===== src/delay_pkg.sv =====
`default_nettype none

package delay_pkg;

	////////////////////////////////////////
	// sizes

	localparam int sample_w   = 16;
	localparam int delay_w    = 16;
	localparam int gain_w     = 16;
	localparam int n_lines    = 4;
	localparam int mem_depth  = 256;
	localparam int addr_w     = 8;
	localparam int frac_bits  = 8;  // Q8 delay
	localparam int gain_frac  = 14; // Q14 gain
	localparam int gain_unity = 16384;
	localparam int gain_step  = 64;

	typedef logic signed [sample_w-1:0] sample_t;
	typedef logic        [addr_w-1:0]   addr_t;
	typedef logic        [delay_w-1:0]  delay_t;
	typedef logic signed [delay_w-1:0]  inc_t;
	typedef logic        [gain_w-1:0]   gain_t;
	typedef logic        [1:0]          line_id_t;

	////////////////////////////////////////
	// encodings

	typedef enum logic [1:0] {op_alloc, op_write, op_read} cmd_op_e;
	typedef enum logic [1:0] {st_ok, st_bad_line, st_no_space} resp_status_e;
	typedef enum logic [1:0] {ls_idle, ls_write, ls_fetch} line_state_e;
	typedef enum logic [1:0] {fs_idle, fs_wait_line, fs_gain, fs_ack} front_state_e;

	////////////////////////////////////////
	// bundles

	typedef struct packed {
		cmd_op_e  op;
		line_id_t line;
		addr_t    size;   // alloc only
		delay_t   delay;  // alloc only
		sample_t  sample; // write only
		inc_t     inc;    // write only
	} host_cmd_t;

	typedef struct packed {
		resp_status_e status;
		sample_t      sample;
	} host_resp_t;

	typedef struct packed {
		logic    write_en;
		logic    read_en;
		addr_t   addr;
		sample_t data;
	} mem_req_t;

endpackage

`default_nettype wire


===== src/delay_line_ctrl.sv =====
`default_nettype none

module delay_line_ctrl import delay_pkg::*; (
	input  wire       clk,
	input  wire       reset,
	input  wire       init,
	input  wire       addr_t init_base,
	input  wire       addr_t init_size,
	input  wire       delay_t init_delay,
	input  wire       start,
	input  wire       sample_t sample_in,
	input  wire       inc_t inc,
	output mem_req_t  mem,
	input  wire       write_ack,
	input  wire       read_valid,
	input  wire       sample_t read_data,
	output logic      done,
	output sample_t   out_sample,
	output gain_t     gain
);

	line_state_e state;

	addr_t  base;
	addr_t  size;
	addr_t  position;
	addr_t  rd_addr;
	delay_t delay;
	logic   wrapped;
	gain_t  gain_acc;

	addr_t                     offset;
	logic [addr_w:0]           rel_pos;
	addr_t                     fetch_addr;
	delay_t                    max_delay;
	delay_t                    init_max;
	logic signed [delay_w+1:0] delay_sum;
	delay_t                    delay_clamped;

	////////////////////////////////////////
	// address and delay arithmetic

	assign offset = delay[frac_bits +: addr_w]; // integer part only

	assign rel_pos = (offset > position)
		? {1'b0, position} + {1'b0, size} - {1'b0, offset}
		: {1'b0, position} - {1'b0, offset};

	assign fetch_addr = base + rel_pos[addr_w-1:0];

	assign max_delay = delay_t'(size - 1'b1) << frac_bits;
	assign init_max  = delay_t'(init_size - 1'b1) << frac_bits;

	assign delay_sum = $signed({2'b00, delay}) + $signed({{2{inc[delay_w-1]}}, inc});

	always_comb begin
		if (delay_sum < 0) begin
			delay_clamped = '0;
		end else if (delay_sum > $signed({2'b00, max_delay})) begin
			delay_clamped = max_delay;
		end else begin
			delay_clamped = delay_sum[delay_w-1:0];
		end
	end

	////////////////////////////////////////
	// line FSM

	always_ff @(posedge clk) begin
		done         <= 1'b0;
		mem.write_en <= 1'b0;
		mem.read_en  <= 1'b0;
		if (reset) begin
			state    <= ls_idle;
			mem      <= '0;
			position <= '0;
			wrapped  <= 1'b0;
			gain_acc <= '0;
		end else if (init) begin
			state    <= ls_idle;
			base     <= init_base;
			size     <= init_size;
			delay    <= (init_delay > init_max) ? init_max : init_delay;
			position <= '0;
			wrapped  <= 1'b0;
			gain_acc <= '0; // fade in from silence
		end else begin
			case (state)
				ls_idle: begin
					if (start) begin
						mem.write_en <= 1'b1;
						mem.addr     <= base + position;
						mem.data     <= sample_in;
						rd_addr      <= fetch_addr; // uses delay before the increment
						delay        <= delay_clamped;
						state        <= ls_write;
					end
				end
				ls_write: begin
					if (write_ack) begin
						mem.read_en <= 1'b1;
						mem.addr    <= rd_addr;
						state       <= ls_fetch;
					end
				end
				ls_fetch: begin
					if (read_valid) begin
						out_sample <= read_data;
						gain       <= gain_acc; // gain before this update
						done       <= 1'b1;
						if (position == size - 1'b1) begin
							position <= '0;
							wrapped  <= 1'b1;
						end else begin
							position <= position + 1'b1;
						end
						if (wrapped && gain_acc < gain_t'(gain_unity)) begin
							gain_acc <= gain_acc + gain_t'(gain_step);
						end
						state <= ls_idle;
					end
				end
				default: state <= ls_idle;
			endcase
		end
	end

	a_addr_in_line: assert property (@(posedge clk) disable iff (reset)
		(mem.write_en || mem.read_en) |->
			({1'b0, mem.addr} >= {1'b0, base} &&
			 {1'b0, mem.addr} < {1'b0, base} + {1'b0, size}));

endmodule

`default_nettype wire


===== config.mk =====
export PLATFORM = sky130hd
export DESIGN_NAME = delay_line_ctrl
export DESIGN_NICKNAME = d
export VERILOG_FILES = /design/src/delay_pkg.sv /design/src/delay_line_ctrl.sv
export SDC_FILE = /design/constraint.sdc
export NUM_CORES = 1
export LEC_CHECK = 0
export ABC_AREA = 1
export BUFFER_PORTS_ARGS = -buffer_cell sky130_fd_sc_hd__buf_2
export CORE_UTILIZATION = 43
export CTS_BUF_LIST = sky130_fd_sc_hd__clkbuf_4 sky130_fd_sc_hd__clkbuf_8
export DETAILED_ROUTE_END_ITERATION = 7
export SLEW_MARGIN = 20
export SYNTH_ARGS = -nofsm -noshare
export SYNTH_HDL_FRONTEND = slang
export SYNTH_SLANG_ARGS = --single-unit

===== constraint.sdc =====
create_clock -name clk -period 12.1 [get_ports clk]
set_clock_uncertainty 0.1 [all_clocks]
set_input_delay 1.815 -clock clk [delete_from_list [all_inputs] [get_ports clk]]
set_output_delay 1.815 -clock clk [all_outputs]
set_load 0.02 [all_outputs]

Word level (Yosys, flattened, before mapping)
Index checks and enable logic that the tools add are counted.
{"block": "totals", "input_bits": 86, "out_inout_bits": 59, "wordCells": 78, "register_bits": 126}
{"block": "classes", "addsub": 11, "n_reduce_logical": 19, "order_cmp": 5, "mux": 17, "bitwise_logic": 5, "eq_ne": 6}
{"operator": "$mux 16", "n": 6}
{"operator": "$add 8x8->8", "n": 3}
{"operator": "$mux 24", "n": 1}
{"operator": "$sub 8x1->8 const B", "n": 3}
{"operator": "$add 17x16->18", "n": 1}
{"operator": "$gt 18x17->1", "n": 1}
{"operator": "$lt 18x1->1 const B", "n": 1}
{"operator": "$add 16x7->16 const B", "n": 1}
{"operator": "$gt 16x16->1", "n": 1}
{"operator": "$lt 16x15->1 const B", "n": 1}
{"operator": "$mux 8", "n": 2}
{"operator": "$pmux 8 s2", "n": 1}
{"operator": "$sub 8x8->8", "n": 2}
{"operator": "$reduce_and 3->1", "n": 5}
{"operator": "$reduce_and 4->1", "n": 3}
{"operator": "$mux 9", "n": 1}
{"operator": "$reduce_or 3->1", "n": 3}
{"operator": "$add 8x1->8 const B", "n": 1}
{"operator": "$eq 8x8->1", "n": 1}
{"operator": "$gt 8x8->1", "n": 1}
{"operator": "$mux 2", "n": 3}
{"operator": "$ne 2x2->1 const B", "n": 3}
{"operator": "$pmux 2 s3", "n": 1}
{"operator": "$reduce_bool 2->1", "n": 3}
{"operator": "8 further kinds", "n": 14}

Depth between registers and ports, before layout
Gate-level depths: netlist of run 1.
{"block": "depth", "word_depth": 7, "ltp_mapped": 27}

Least setup slack after synthesis of run 1
OpenSTA, ideal clock, no wires.
{"block": "synth_timing", "path_type": "input to register", "from": "in inc[0]", "to": "reg delay[14], data pin", "slack_ns": 6.829, "t_required_ns": 11.743, "path_buffers": 1, "t_arrival_ns": 4.915, "path_stages": 27, "path_cell_list": "ha_1 fa_1 nand3_1 nand2_1 nand2_1 nand2_1 nor2_1 o21bai_1 a21boi_0 o21bai_1 xor2_1 inv_1 ha_1 nand2_1 nor3_1 nand3_1 nor2_1 nand3_1 nor2_1 nand3_1 nor2_1 nor2_4 nand2_4 buf_6 nand2_1 nand3_1 nand2_1"}
{"block": "synth_via", "elab_chain_len": 7, "word_cells_on_any_way": 8, "classes_between": "1 x add/sub; 2 x order compare; 5 x mux"}
{"element": "start: declaration", "line_no": "delay_line_ctrl.sv:12", "rtl": "input wire inc_t inc,"}
{"element": "$add 17x16->18 (*)", "line_no": "delay_line_ctrl.sv:54", "rtl": "assign delay_sum = $signed({2'b00, delay}) + $signed({{2{inc[delay_w-1]}}, inc});"}
{"element": "$gt 18x17->1", "line_no": "delay_line_ctrl.sv:59", "rtl": "end else if (delay_sum > $signed({2'b00, max_delay})) begin"}
{"element": "$mux 16", "line_no": "delay_line_ctrl.sv:59"}
{"element": "$mux 16 (*)", "line_no": "delay_line_ctrl.sv:57", "rtl": "if (delay_sum < 0) begin"}
{"element": "$mux 16 (*)", "line_no": "delay_line_ctrl.sv:90", "rtl": "if (start) begin"}
{"element": "$mux 16 (*)", "line_no": "delay_line_ctrl.sv:88", "rtl": "case (state)"}
{"element": "$mux 16 (*)", "line_no": "delay_line_ctrl.sv:79", "rtl": "end else if (init) begin"}
{"element": "end signal: assignment", "line_no": "delay_line_ctrl.sv:83", "rtl": "delay <= (init_delay > init_max) ? init_max : init_delay;"}
{"element": "end signal: assignment", "line_no": "delay_line_ctrl.sv:95", "rtl": "delay <= delay_clamped;"}
{"element": "end: declaration", "line_no": "delay_line_ctrl.sv:28", "rtl": "delay_t delay;"}
Every way passes the cells marked *; elsewhere a longest branch is shown, timed or not. The select of a mux whose other input is x is not followed.
A chain may end at the register's enable or synchronous reset.

Final worst setup path of run 1
{"block": "layout_timing", "from": "in inc[0]", "to": "reg delay[8], data pin"}
Same word-level chain as after synthesis.

==> results.json, run 1 <==
{
  "synth_ff_type": "edfxtp_1",
  "cts-root-buf": "clkbuf_8",
  "vias": 6160,
  "core_area_um2": 16700,
  "fillers": 1620,
  "holdPathEnd": "gain[14]",
  "crit_required_ns": 12.19,
  "clk_latency_ns": 0.44,
  "final_cell_mix": "nand2_1, buf_2, inv_1, nor2_1, edfxtp_1",
  "row_count": 47,
  "cp.arrival_ns": 5.46,
  "cts_buffers": 17,
  "routabilityCongestion": 0.853,
  "fmax_mhz": 186,
  "holdPathStages": 0,
  "r2r_slack_ns": 7.16,
  "min_from": "gain_acc[14]",
  "yosysSeqAreaShare_pct": 39.8,
  "combPwrFrac_pct": 27.5,
  "cellLeakagePower_nw": 4.29,
  "finalSetupTns_ns": 0,
  "die_h_um": 133,
  "stdcell_count": 1270,
  "ys_types": 44,
  "tightest_slew_ns": 1.11,
  "cts_setup_buffers": 0,
  "p_per_area_nw_per_um2": 133,
  "crit_fanout": 16,
  "track_usage_pct": 20.7,
  "initial_core_util_pct": 44.2,
  "met1_usage_pct": 27.8,
  "clkSinkCount": 114,
  "vias_per_cell": 4.85,
  "power.switching_w": 0.000370,
  "clkPwrFrac_pct": 33.5,
  "die_w_um": 133,
  "final_core_util_pct": 52.2,
  "cts_tree": "built",
  "gr-total-overflow": 0,
  "dp.cells": 1238,
  "reg2reg_from": "position[0]",
  "dp_hpwl_um": 13700,
  "synthArstFlopShare_pct": 0,
  "crit_type": "in -> reg",
  "r2r_end": "rd_addr[7]",
  "finalNetCount": 1199,
  "holdBufCountCts": 0,
  "ant_nets": 0,
  "cap_violations": 0,
  "final-hold-violation-count": 0,
  "grt_pass1_vias": 5804,
  "setup_ws_ns": 6.73,
  "synth_warnings": 0,
  "outcome": "finished, final reports clean",
  "ios": 145,
  "switching_share_pct": 32.0,
  "min_path_type": "reg -> reg",
  "layout-drive-gt1-share_pct": 18.4,
  "dieArea_um2": 17700,
  "period_minus_slack_ns": 5.37,
  "drtPass1Iterations": 5,
  "slew_headroom_pct": 25.8,
  "setup_violations": 0,
  "routed_wl_um": 17300,
  "grt_max_degree": 27,
  "syn_inst": 890,
  "area_delta_synth_final_pct": 18.1,
  "top_usage_layer": "met2",
  "synth_edf_count": 66,
  "grt_util_met3_pct": 3.79,
  "grt_pass1_wl_um": 28500,
  "irDropWorstVdd_uv": 67.7,
  "antenna_found_initial": 0,
  "layout_commonest_cell": "nand2_1",
  "antennaDiodeCount": 0,
  "post-place-ws_ns": 6.31,
  "routedWlPerCell_um": 13.6,
  "clk_pin_slew_worst_paths_ns": 0.07,
  "p_int_w": 0.000787,
  "synth_top_area_cell": "edfxtp_1",
  "portBuffers": 138,
  "drc": 0,
  "yosys_register_bits": 114,
  "use_met2_pct": 32.8,
  "crit_path_end_kind": "flip-flop",
  "cts_resized": 0,
  "syn-cell-area_um2": 7390,
  "synth_top_area_share_pct": 26.8,
  "synthTopCellsByArea": "edfxtp_1, dfxtp_1, ha_1",
  "postSynthAreaPerCell_um2": 8.30,
  "cts_buffer_depth": 2,
  "drt_iter0_drc": 255,
  "rsz0062_at_grt": "no",
  "crit_path_start_kind": "input port",
  "slew_violations": 0,
  "r2r_cells": 24,
  "fin_crit_sh_pct": 44.4,
  "htreeDepth": 4,
  "seqPwrFrac_pct": 39.0
}
-- power by group through the flow --
| stage | logic [W] | registers [W] | clock network, W |
|---|---|---|---|
| floorplan | 0.000233 | 0.000463 | 0 |
| global placement | 0.000315 | 0.000460 | 0 |
| detailed placement | 0.000317 | 0.000460 | 0 |
| CTS | 0.000319 | 0.000452 | 0.000398 |
| global route | 0.000366 | 0.000453 | 0.000414 |
| finish | 0.000318 | 0.000451 | 0.000388 |
-- synthesized netlist by cell type (3+ instances only) --
| library cell | count |
|---|---|
| a21oi_1 | 57 |
| buf_4 | 7 |
| a22oi_1 | 3 |
| nand3_2 | 4 |
| o211ai_1 | 9 |
| nand3b_1 | 7 |
| nand4_1 | 14 |
| edfxtp_1 | 66 |
| xor2_1 | 29 |
| a21o_1 | 6 |
| clkbuf_1 | 9 |
| nor2_2 | 4 |
| nand3_1 | 65 |
| ha_1 | 65 |
| and2_1 | 3 |
| nand2_1 | 161 |
| o21ai_0 | 42 |
| nor3_1 | 12 |
| or2_2 | 4 |
| o21bai_1 | 5 |
| xnor2_1 | 19 |
| nand2_2 | 3 |
| dfxtp_1 | 48 |
| fa_1 | 11 |
| nor2_1 | 90 |
| inv_1 | 126 |
-- kinds of logic after synthesis --
| group | Yosys count | synth area share [%] |
|---|---|---|
| simple gates | 377 | 22.9 |
| buf+inv | 146 | 7.89 |
| compound gates | 127 | 9.49 |
| flops | 114 | 39.8 |
| fa+ha+maj | 76 | 14.0 |
| xor+xnor | 48 | 5.69 |
| other cells | 1 | 0.0508 |
| mux | 1 | 0.136 |
-- registers in the layout, summed over array words and instances, names as in the netlist --
register    cells
out_sample     16
done            1
delay          16
gain_acc       10
base            8
state           2
size            8
mem            26
wrapped         1
position        8
rd_addr         8
gain           10
-- critical path, cell delays in order --
cell and delay [ns]:
buf_2 0.10, ha_1 0.25, fa_1 0.42, nand3_1 0.09, nand2_1 0.10, nand2_1 0.08, nand2_1 0.07, nor2_1 0.09
o21bai_1 0.09, a21boi_0 0.30, o21bai_1 0.12, xor2_1 0.22, inv_1 0.07, ha_1 0.27, nand2_1 0.08, nor3_1 0.19
nand3_1 0.08, nor2_1 0.09, nand3_1 0.07, nor2_1 0.09, nand3_1 0.07, nor2_1 0.17, nor2_4 0.10, nand2_4 0.18
nand2_1 0.09, nand3_1 0.07, nand2_1 0.07
-- worst max-delay path by stage --
stage	startpoint	endpoint	slack [ns]	cells past startpoint
3_3_place_gp	inc[0]	delay[14]	6.43	27
3_5_place_dp	inc[0]	delay[8]	6.31	27
5_1_grt	inc[0]	delay[8]	6.27	27
2_1_floorplan	inc[0]	delay[14]	6.83	27
6_report	inc[0]	delay[8]	6.73	27
4_1_cts	inc[0]	delay[8]	6.74	27
-- per-layer routing --
layer	routed length [um]	up-vias	share of wire (%)
met2	7680	163	44
met1	8400	2735	49
li1	-	3240	-
met3	840	22	4.9
met4	377	0	2.2
met5	0	-	0
-- through the flow --
stage / total power (W) / cell area [um^2] / hold WS, ns
6_report: 0.00116 / 8720 / 0.333
5_1_grt: 0.00123 / 8720 / 0.353
3_3_place_gp: 0.000775 / 8290 / 0.315
4_1_cts: 0.00117 / 8720 / 0.334
2_1_floorplan: 0.000695 / 7410 / 0.308
3_5_place_dp: 0.000777 / 8290 / 0.318
-- cell type report --
class                           count  area, um^2  share of cell area [%]
Clock buffer                       18         241                    2.77
Clock inverter                     14         188                    2.15
Inverter                          128         480                    5.51
Multi-Input combinational cell    635        3880                    44.5
Sequential cell                   114        2940                    33.7
Tap cell                          220         275                    3.16
Timing Repair Buffer              141         713                    8.18
Power figures use the tool's default switching activity.
==> run 2: changes to the inputs <==
--- a/config.mk
+++ b/config.mk
@@ -5,11 +5,12 @@
 export SDC_FILE = /design/constraint.sdc
 export NUM_CORES = 1
 export LEC_CHECK = 0
-export ABC_AREA = 1
+export ABC_AREA = 0
 export BUFFER_PORTS_ARGS = -buffer_cell sky130_fd_sc_hd__buf_2
 export CORE_UTILIZATION = 43
 export CTS_BUF_LIST = sky130_fd_sc_hd__clkbuf_4 sky130_fd_sc_hd__clkbuf_8
 export DETAILED_ROUTE_END_ITERATION = 7
+export PLACE_DENSITY = 0.67
 export SLEW_MARGIN = 20
 export SYNTH_ARGS = -nofsm -noshare
 export SYNTH_HDL_FRONTEND = slang
==> constraint.sdc (replaced) <==
create_clock -name clk -period 4.88 [get_ports clk]
set_clock_uncertainty 0.1 [all_clocks]
set_input_delay 0.732 -clock clk [delete_from_list [all_inputs] [get_ports clk]]
set_output_delay 0.732 -clock clk [all_outputs]
set_load 0.02 [all_outputs]
==> run 2 against run 1 <==
Worst hold slack better by 0.017 ns; clock-buffer cell count down 1; clock power up 140%; sequential cell count unchanged; power rose to 2.7 times the previous value; global-route usage down 0.72 points; sequential power rose to 2.5 times the previous value; combinational power rose to 3.2 times the previous value; setup slack worse by 6.5 ns.
==> results.json, run 2 <==
{
  "outcome": "finished, final reports clean",
  "slew_violations": 0,
  "yosys_register_bits": 114,
  "synthTopCellsByArea": "edfxtp_1, dfxtp_1, ha_1",
  "area_delta_synth_final_pct": 20.4,
  "layout_commonest_cell": "buf_2",
  "drtPass1Iterations": 5,
  "portBuffers": 138,
  "fmax_mhz": 216,
  "cts_buffer_depth": 2,
  "startpoint": "delay[0]",
  "antennaDiodeCount": 0,
  "track_usage_pct": 19.9,
  "synth_top_area_share_pct": 26.9,
  "finalNetCount": 1087,
  "row_count": 47,
  "switching_share_pct": 34.0,
  "p_per_area_nw_per_um2": 347,
  "ys_types": 66,
  "ios": 145,
  "setup_ws_ns": 0.245,
  "grt_pass1_vias": 5556,
  "routedWlPerCell_um": 14.9,
  "largest_register": "mem",
  "vias": 6002,
  "finalSetupTns_ns": 0,
  "yosysMostFrequentCell": "edfxtp_1",
  "grt_max_degree": 31,
  "final-hold-violation-count": 0,
  "tightest_slew_ns": 1.03,
  "fin_crit_sh_pct": 95.0,
  "finalPower_w": 0.00308,
  "ant_nets": 0,
  "crit_fanout": 7,
  "syn_inst": 758,
  "clk_latency_ns": 0.45,
  "r2r_end": "delay[11]",
  "postSynthAreaPerCell_um2": 9.73,
  "use_met2_pct": 32.0,
  "routed_wl_um": 17300,
  "holdBufCountCts": 0,
  "antenna_found_initial": 0,
  "synth_common_cells": "edfxtp_1, ha_1, nand2_1, nor2_1",
  "vias_per_cell": 5.18,
  "htreeDepth": 4,
  "synth_edf_count": 66,
  "cts-root-buf": "clkbuf_8",
  "post-place-ws_ns": -0.0954,
  "setup_violations": 0,
  "gr-total-overflow": 0,
  "r2r_slack_ns": 0.24,
  "crit_path_end_kind": "flip-flop",
  "top_usage_layer": "met2",
  "drc": 0,
  "grt_pass1_wl_um": 27500,
  "cellLeakagePower_nw": 3.87,
  "crit_required_ns": 4.96,
  "min_path_type": "reg -> reg",
  "irDropWorstVdd_uv": 183,
  "largest_reg_flops": 26,
  "reg_top3": "mem (26), delay (16), out_sample (16)",
  "core_area_um2": 16600,
  "combPwrFrac_pct": 33.5,
  "crit_end": "delay[11]",
  "period_minus_slack_ns": 4.64,
  "cp.arrival_ns": 4.72,
  "cap_violations": 0,
  "cts_tree": "built",
  "synth_warnings": 0,
  "die_w_um": 133,
  "reg2reg_from": "delay[0]",
  "synth_top_area_cell": "edfxtp_1",
  "p_int_w": 0.00203,
  "crit_type": "reg -> reg",
  "dieArea_um2": 17700,
  "routabilityCongestion": 0.879,
  "hold_ws_ns": 0.350,
  "clkPwrFrac_pct": 30.0,
  "final_cell_mix": "buf_2, edfxtp_1, nand2_1, ha_1, nor2_1",
  "initial_core_util_pct": 44.3,
  "met1_usage_pct": 26.1,
  "yosysSeqAreaShare_pct": 39.9,
  "synthArstFlopShare_pct": 0,
  "synth_ff_type": "edfxtp_1",
  "dp_hpwl_um": 13500,
  "crit_path_start_kind": "flip-flop",
  "layout-drive-gt1-share_pct": 22.9,
  "seqPwrFrac_pct": 36.6,
  "cts_buffers": 17,
  "grt_util_met3_pct": 3.37,
  "clkSinkCount": 114,
  "die_h_um": 133,
  "final_core_util_pct": 53.4,
  "drt_iter0_drc": 427,
  "clk_pin_slew_worst_paths_ns": 0.08,
  "power.switching_w": 0.00105,
  "slew_headroom_pct": 30.4,
  "syn-cell-area_um2": 7380,
  "r2r_cells": 18
}
run 2: cell count changes after synthesis, sizes merged, moves of 9 or more:
cell / change
nand2: -100
nand3: -58
mux2i: +9
xnor2: +31
a211oi: +11
nor2: -31
inv: -66
o21ai: -18
run 2: stage by stage:
stage / std cells / cell area [um^2]
6_report: 1158 / 8880
5_1_grt: 1158 / 8880
4_1_cts: 1154 / 8840
3_5_place_dp: 1122 / 8440
3_3_place_gp: 1122 / 8440
2_1_floorplan: 763 / 7400
run 2: layout make-up:
type	count	area [um^2]
Clock buffer	17	234
Clock inverter	15	175
Fill cell	1516	7760
Inverter	61	229
Multi-Input combinational cell	566	4140
Sequential cell	114	2940
Tap cell	220	275
Timing Repair Buffer	165	893
run 2: what timing repair did:
action | in CTS | in global routing
gates resized for setup | 0 | 2
endpoints found under the setup margin | 0 | 2
buffers inserted | 0 | 4
endpoints found under the hold margin | 0 | 0
run 2: routing by layer:
metal / wire (um) / up-vias
li1: - / 3056
met3: 892 / 30
met5: 0 / -
met1: 7920 / 2746
met2: 8040 / 170
met4: 410 / 0
run 2: worst min path at each step:
stage / start / to / slack (ns) / depth (start not counted)
finish: mem[4] / mem[4] / 0.35 / 2
global route: read_data[0] / out_sample[0] / 0.33 / 1
CTS: init_base[6] / base[6] / 0.33 / 1
detailed placement: mem[4] / mem[4] / 0.34 / 2
global placement: mem[6] / mem[6] / 0.34 / 2
floorplan: gain_acc[15] / gain[15] / 0.32 / 0
run 2: power groups by stage:
stage	sequential (W)	combinational, W	clock [W]
5_1_grt	0.00113	0.00115	0.000987
3_3_place_gp	0.00115	0.000993	0
4_1_cts	0.00113	0.00101	0.000947
6_report	0.00113	0.00103	0.000923
3_5_place_dp	0.00115	0.00101	0
2_1_floorplan	0.00115	0.000734	0
run 2: cells by family (layout without fill, tap and decap cells):
| family | after synthesis | count (layout) | synth area share (%) |
|---|---|---|---|
| buffers and inverters | 83 | 258 | 4.55 |
| adder cells (fa/ha/maj) | 76 | 76 | 14.0 |
| AO/OA/AOI/OAI | 185 | 185 | 17.1 |
| flip-flops | 114 | 114 | 39.9 |
| AND/OR/NAND/NOR | 213 | 213 | 13.9 |
| XOR/XNOR | 72 | 72 | 8.55 |
| multiplexers | 14 | 14 | 1.97 |
| other | 1 | 6 | 0.0508 |
run 2: worst max-delay path, stage by stage, from the launching register on:
cell and delay, ns:
edfxtp_1 0.38, ha_1 0.22, fa_1 0.43, a21oi_1 0.20
o211a_1 0.20, o31ai_1 0.11, nor2_1 0.12, o21ai_0 0.12
xnor2_1 0.16, ha_1 0.30, nand3_1 0.10, nor4_1 0.32
o2111ai_1 0.16, o31a_1 0.32, a211o_1 0.32, a31oi_4 0.35
buf_4 0.18, mux2i_1 0.18, o211ai_1 0.09
==> run 3: changes to the inputs <==
--- a/config.mk
+++ b/config.mk
@@ -7,10 +7,12 @@
 export LEC_CHECK = 0
 export ABC_AREA = 0
 export BUFFER_PORTS_ARGS = -buffer_cell sky130_fd_sc_hd__buf_2
-export CORE_UTILIZATION = 43
+export CORE_UTILIZATION = 52
 export CTS_BUF_LIST = sky130_fd_sc_hd__clkbuf_4 sky130_fd_sc_hd__clkbuf_8
+export CTS_CLUSTER_SIZE = 25
 export DETAILED_ROUTE_END_ITERATION = 7
-export PLACE_DENSITY = 0.67
+export HOLD_SLACK_MARGIN = 0.1
+export PLACE_DENSITY = 0.79
 export SLEW_MARGIN = 20
 export SYNTH_ARGS = -nofsm -noshare
 export SYNTH_HDL_FRONTEND = slang
==> run 3 against run 2 <==
Routed wire length fell by 2.4%; highest routed layer unchanged; setup slack improved by 0.035 ns; first-iteration DRC count increased by 4.7%; via count up 1.7%; power increased by 2.3%; sequential cell count unchanged; combinational power barely moved; global-route usage up 3.8 points; sequential power barely moved; die area shrank 17%; critical path type unchanged; register-to-register slack improved by 0.03 ns; utilization rose by 10 points.
==> results.json, run 3 (synthesized netlist as in run 2, its figures left out) <==
{
  "fmax_mhz": 217,
  "gr-total-overflow": 0,
  "seq_area_um2": 2940,
  "crit_type": "reg -> reg",
  "die_w_um": 121,
  "finalNetCount": 1081,
  "fin_crit_sh_pct": 94.3,
  "crit_required_ns": 4.96,
  "vias_per_cell": 5.49,
  "multiInputGateArea_um2": 4130,
  "cts-root-buf": "clkbuf_8",
  "cp.arrival_ns": 4.68,
  "clk_latency_ns": 0.45,
  "htreeDepth": 4,
  "crit_fanout": 4,
  "fillers": 1144,
  "routed_wl_um": 16900,
  "finalSetupTns_ns": 0,
  "routabilityCongestion": 0.948,
  "grt_pass1_wl_um": 26900,
  "drt_iter0_drc": 447,
  "cap_violations": 0,
  "cts_buffers": 17,
  "final-hold-violation-count": 0,
  "period_minus_slack_ns": 4.60,
  "cts_tree": "built",
  "vias": 6103,
  "final_cell_mix": "buf_2, edfxtp_1, nand2_1, ha_1, nor2_1",
  "cts_buffer_depth": 2,
  "track_usage_pct": 23.7,
  "setup_violations": 0,
  "core_area_um2": 13900,
  "dp_hpwl_um": 13300,
  "critPathMaxStageDelay_ns": 0.41,
  "layout_commonest_cell": "buf_2",
  "min_path_type": "reg -> reg",
  "clkSinkCount": 114,
  "initial_core_util_pct": 53.1,
  "crit_family": "compound AO/OA/AOI/OAI gates",
  "slew_headroom_pct": 32.3,
  "dieArea_um2": 14700,
  "portBuffers": 138,
  "crit_path_start_kind": "flip-flop",
  "outcome": "finished, final reports clean",
  "startpoint": "position[0]",
  "grt_pass1_vias": 5608,
  "antennaDiodeCount": 0,
  "row_count": 43,
  "slew_violations": 0,
  "reg2reg_from": "position[0]",
  "ios": 145,
  "clk_pin_slew_worst_paths_ns": 0.07,
  "crit_path_end_kind": "flip-flop",
  "r2r_cells": 21,
  "largest_reg_flops": 26,
  "holdBufCountCts": 0,
  "rsz0062_at_grt": "no",
  "area_delta_synth_final_pct": 19.7,
  "grt_max_degree": 31,
  "irDropWorstVdd_uv": 136,
  "layout-drive-gt1-share_pct": 22.3,
  "crit_end": "rd_addr[7]",
  "cp_slowest_cell": "mux2_2",
  "finalPower_w": 0.00315,
  "ant_nets": 0,
  "timing.critical_path.buf_inv": 2,
  "antenna_found_initial": 0,
  "r2r_end": "rd_addr[7]",
  "die_h_um": 121,
  "tightest_slew_ns": 1.00,
  "p_per_area_nw_per_um2": 357,
  "reg_top3": "mem (26), delay (16), out_sample (16)",
  "drtPass1Iterations": 5,
  "cp_num_cells": 21,
  "routedWlPerCell_um": 15.2,
  "cpMostUsedCell": "a21oi_1",
  "r2r_slack_ns": 0.28,
  "drc": 0,
  "largest_register": "mem",
  "cellLeakagePower_nw": 3.86,
  "crit_chain": "inv_1 > ha_1 > inv_1 > fa_1 > nand2_1 > nand2_1 > a21oi_1 > o21bai_1 > a21oi_1 > o21bai_1 > a21oi_1 > mux2_2 > ha_1 > a21o_1 > a21oi_1 > o21bai_1 > a21oi_1 > o21bai_1 > a21oi_1 > xnor2_1 > xnor2_1"
}
==> run 3: worst min-delay path by stage <==
stage                   from  cells past startpoint        endpoint  slack [ns]
2_1_floorplan   gain_acc[15]                      0        gain[15]        0.32
3_3_place_gp         mem[15]                      2         mem[15]        0.34
3_5_place_dp         mem[15]                      2         mem[15]        0.34
4_1_cts         read_data[2]                      1   out_sample[2]        0.33
5_1_grt        read_data[12]                      1  out_sample[12]        0.34
6_report             mem[11]                      2         mem[11]        0.35
==> run 3: final cells by class <==
cell class / instances / area share [%]
clock buffer: 18 / 2.74
tap: 180 / 2.55
multi-input combinational: 566 / 46.7
clock inverter: 14 / 2.30
timing repair buffer: 159 / 9.75
sequential: 114 / 33.3
inverter: 61 / 2.59
==> run 3: layer usage <==
metal | vias to the layer above | global-route usage, % | share of wire, %
met4 | 0 | 7.18 | 1.0
li1 | 3041 | - | -
met5 | - | 0 | 0
met3 | 13 | 5.22 | 6.0
met1 | 2836 | 29.3 | 44
met2 | 213 | 41.0 | 49
==> run 3: what timing repair did <==
action	CTS	global route
setup buffers	0	2
endpoints found under the hold margin	0	0
gates resized for setup	0	1
setup endpoints to repair	0	2
==> run 3: per-stage QoR <==
stage	setup slack, ns	hold WS (ns)	instance area, um^2	std cells	utilization, %
floorplan	0.316	0.323	7400	763	-
global placement	-0.00125	0.339	8360	1078	60.2
detailed placement	-0.0693	0.344	8360	1078	60.2
CTS	0.290	0.331	8800	1110	63.4
global route	0.0269	0.335	8830	1112	63.6
finish	0.280	0.354	8830	1112	63.6
==> run 3: power breakdown <==
part	total [W]	switching [W]	internal (W)
Sequential	0.00113	0.0000357	0.00109
Clock	0.000994	0.000425	0.000569
Combinational	0.00103	0.000559	0.000469
==> run 3: tightest hold or removal path, stage by stage (launching register included) <==
cell,delay [ns]
dfxtp_1,0.31
nand2_1,0.05
a21oi_1,0.05
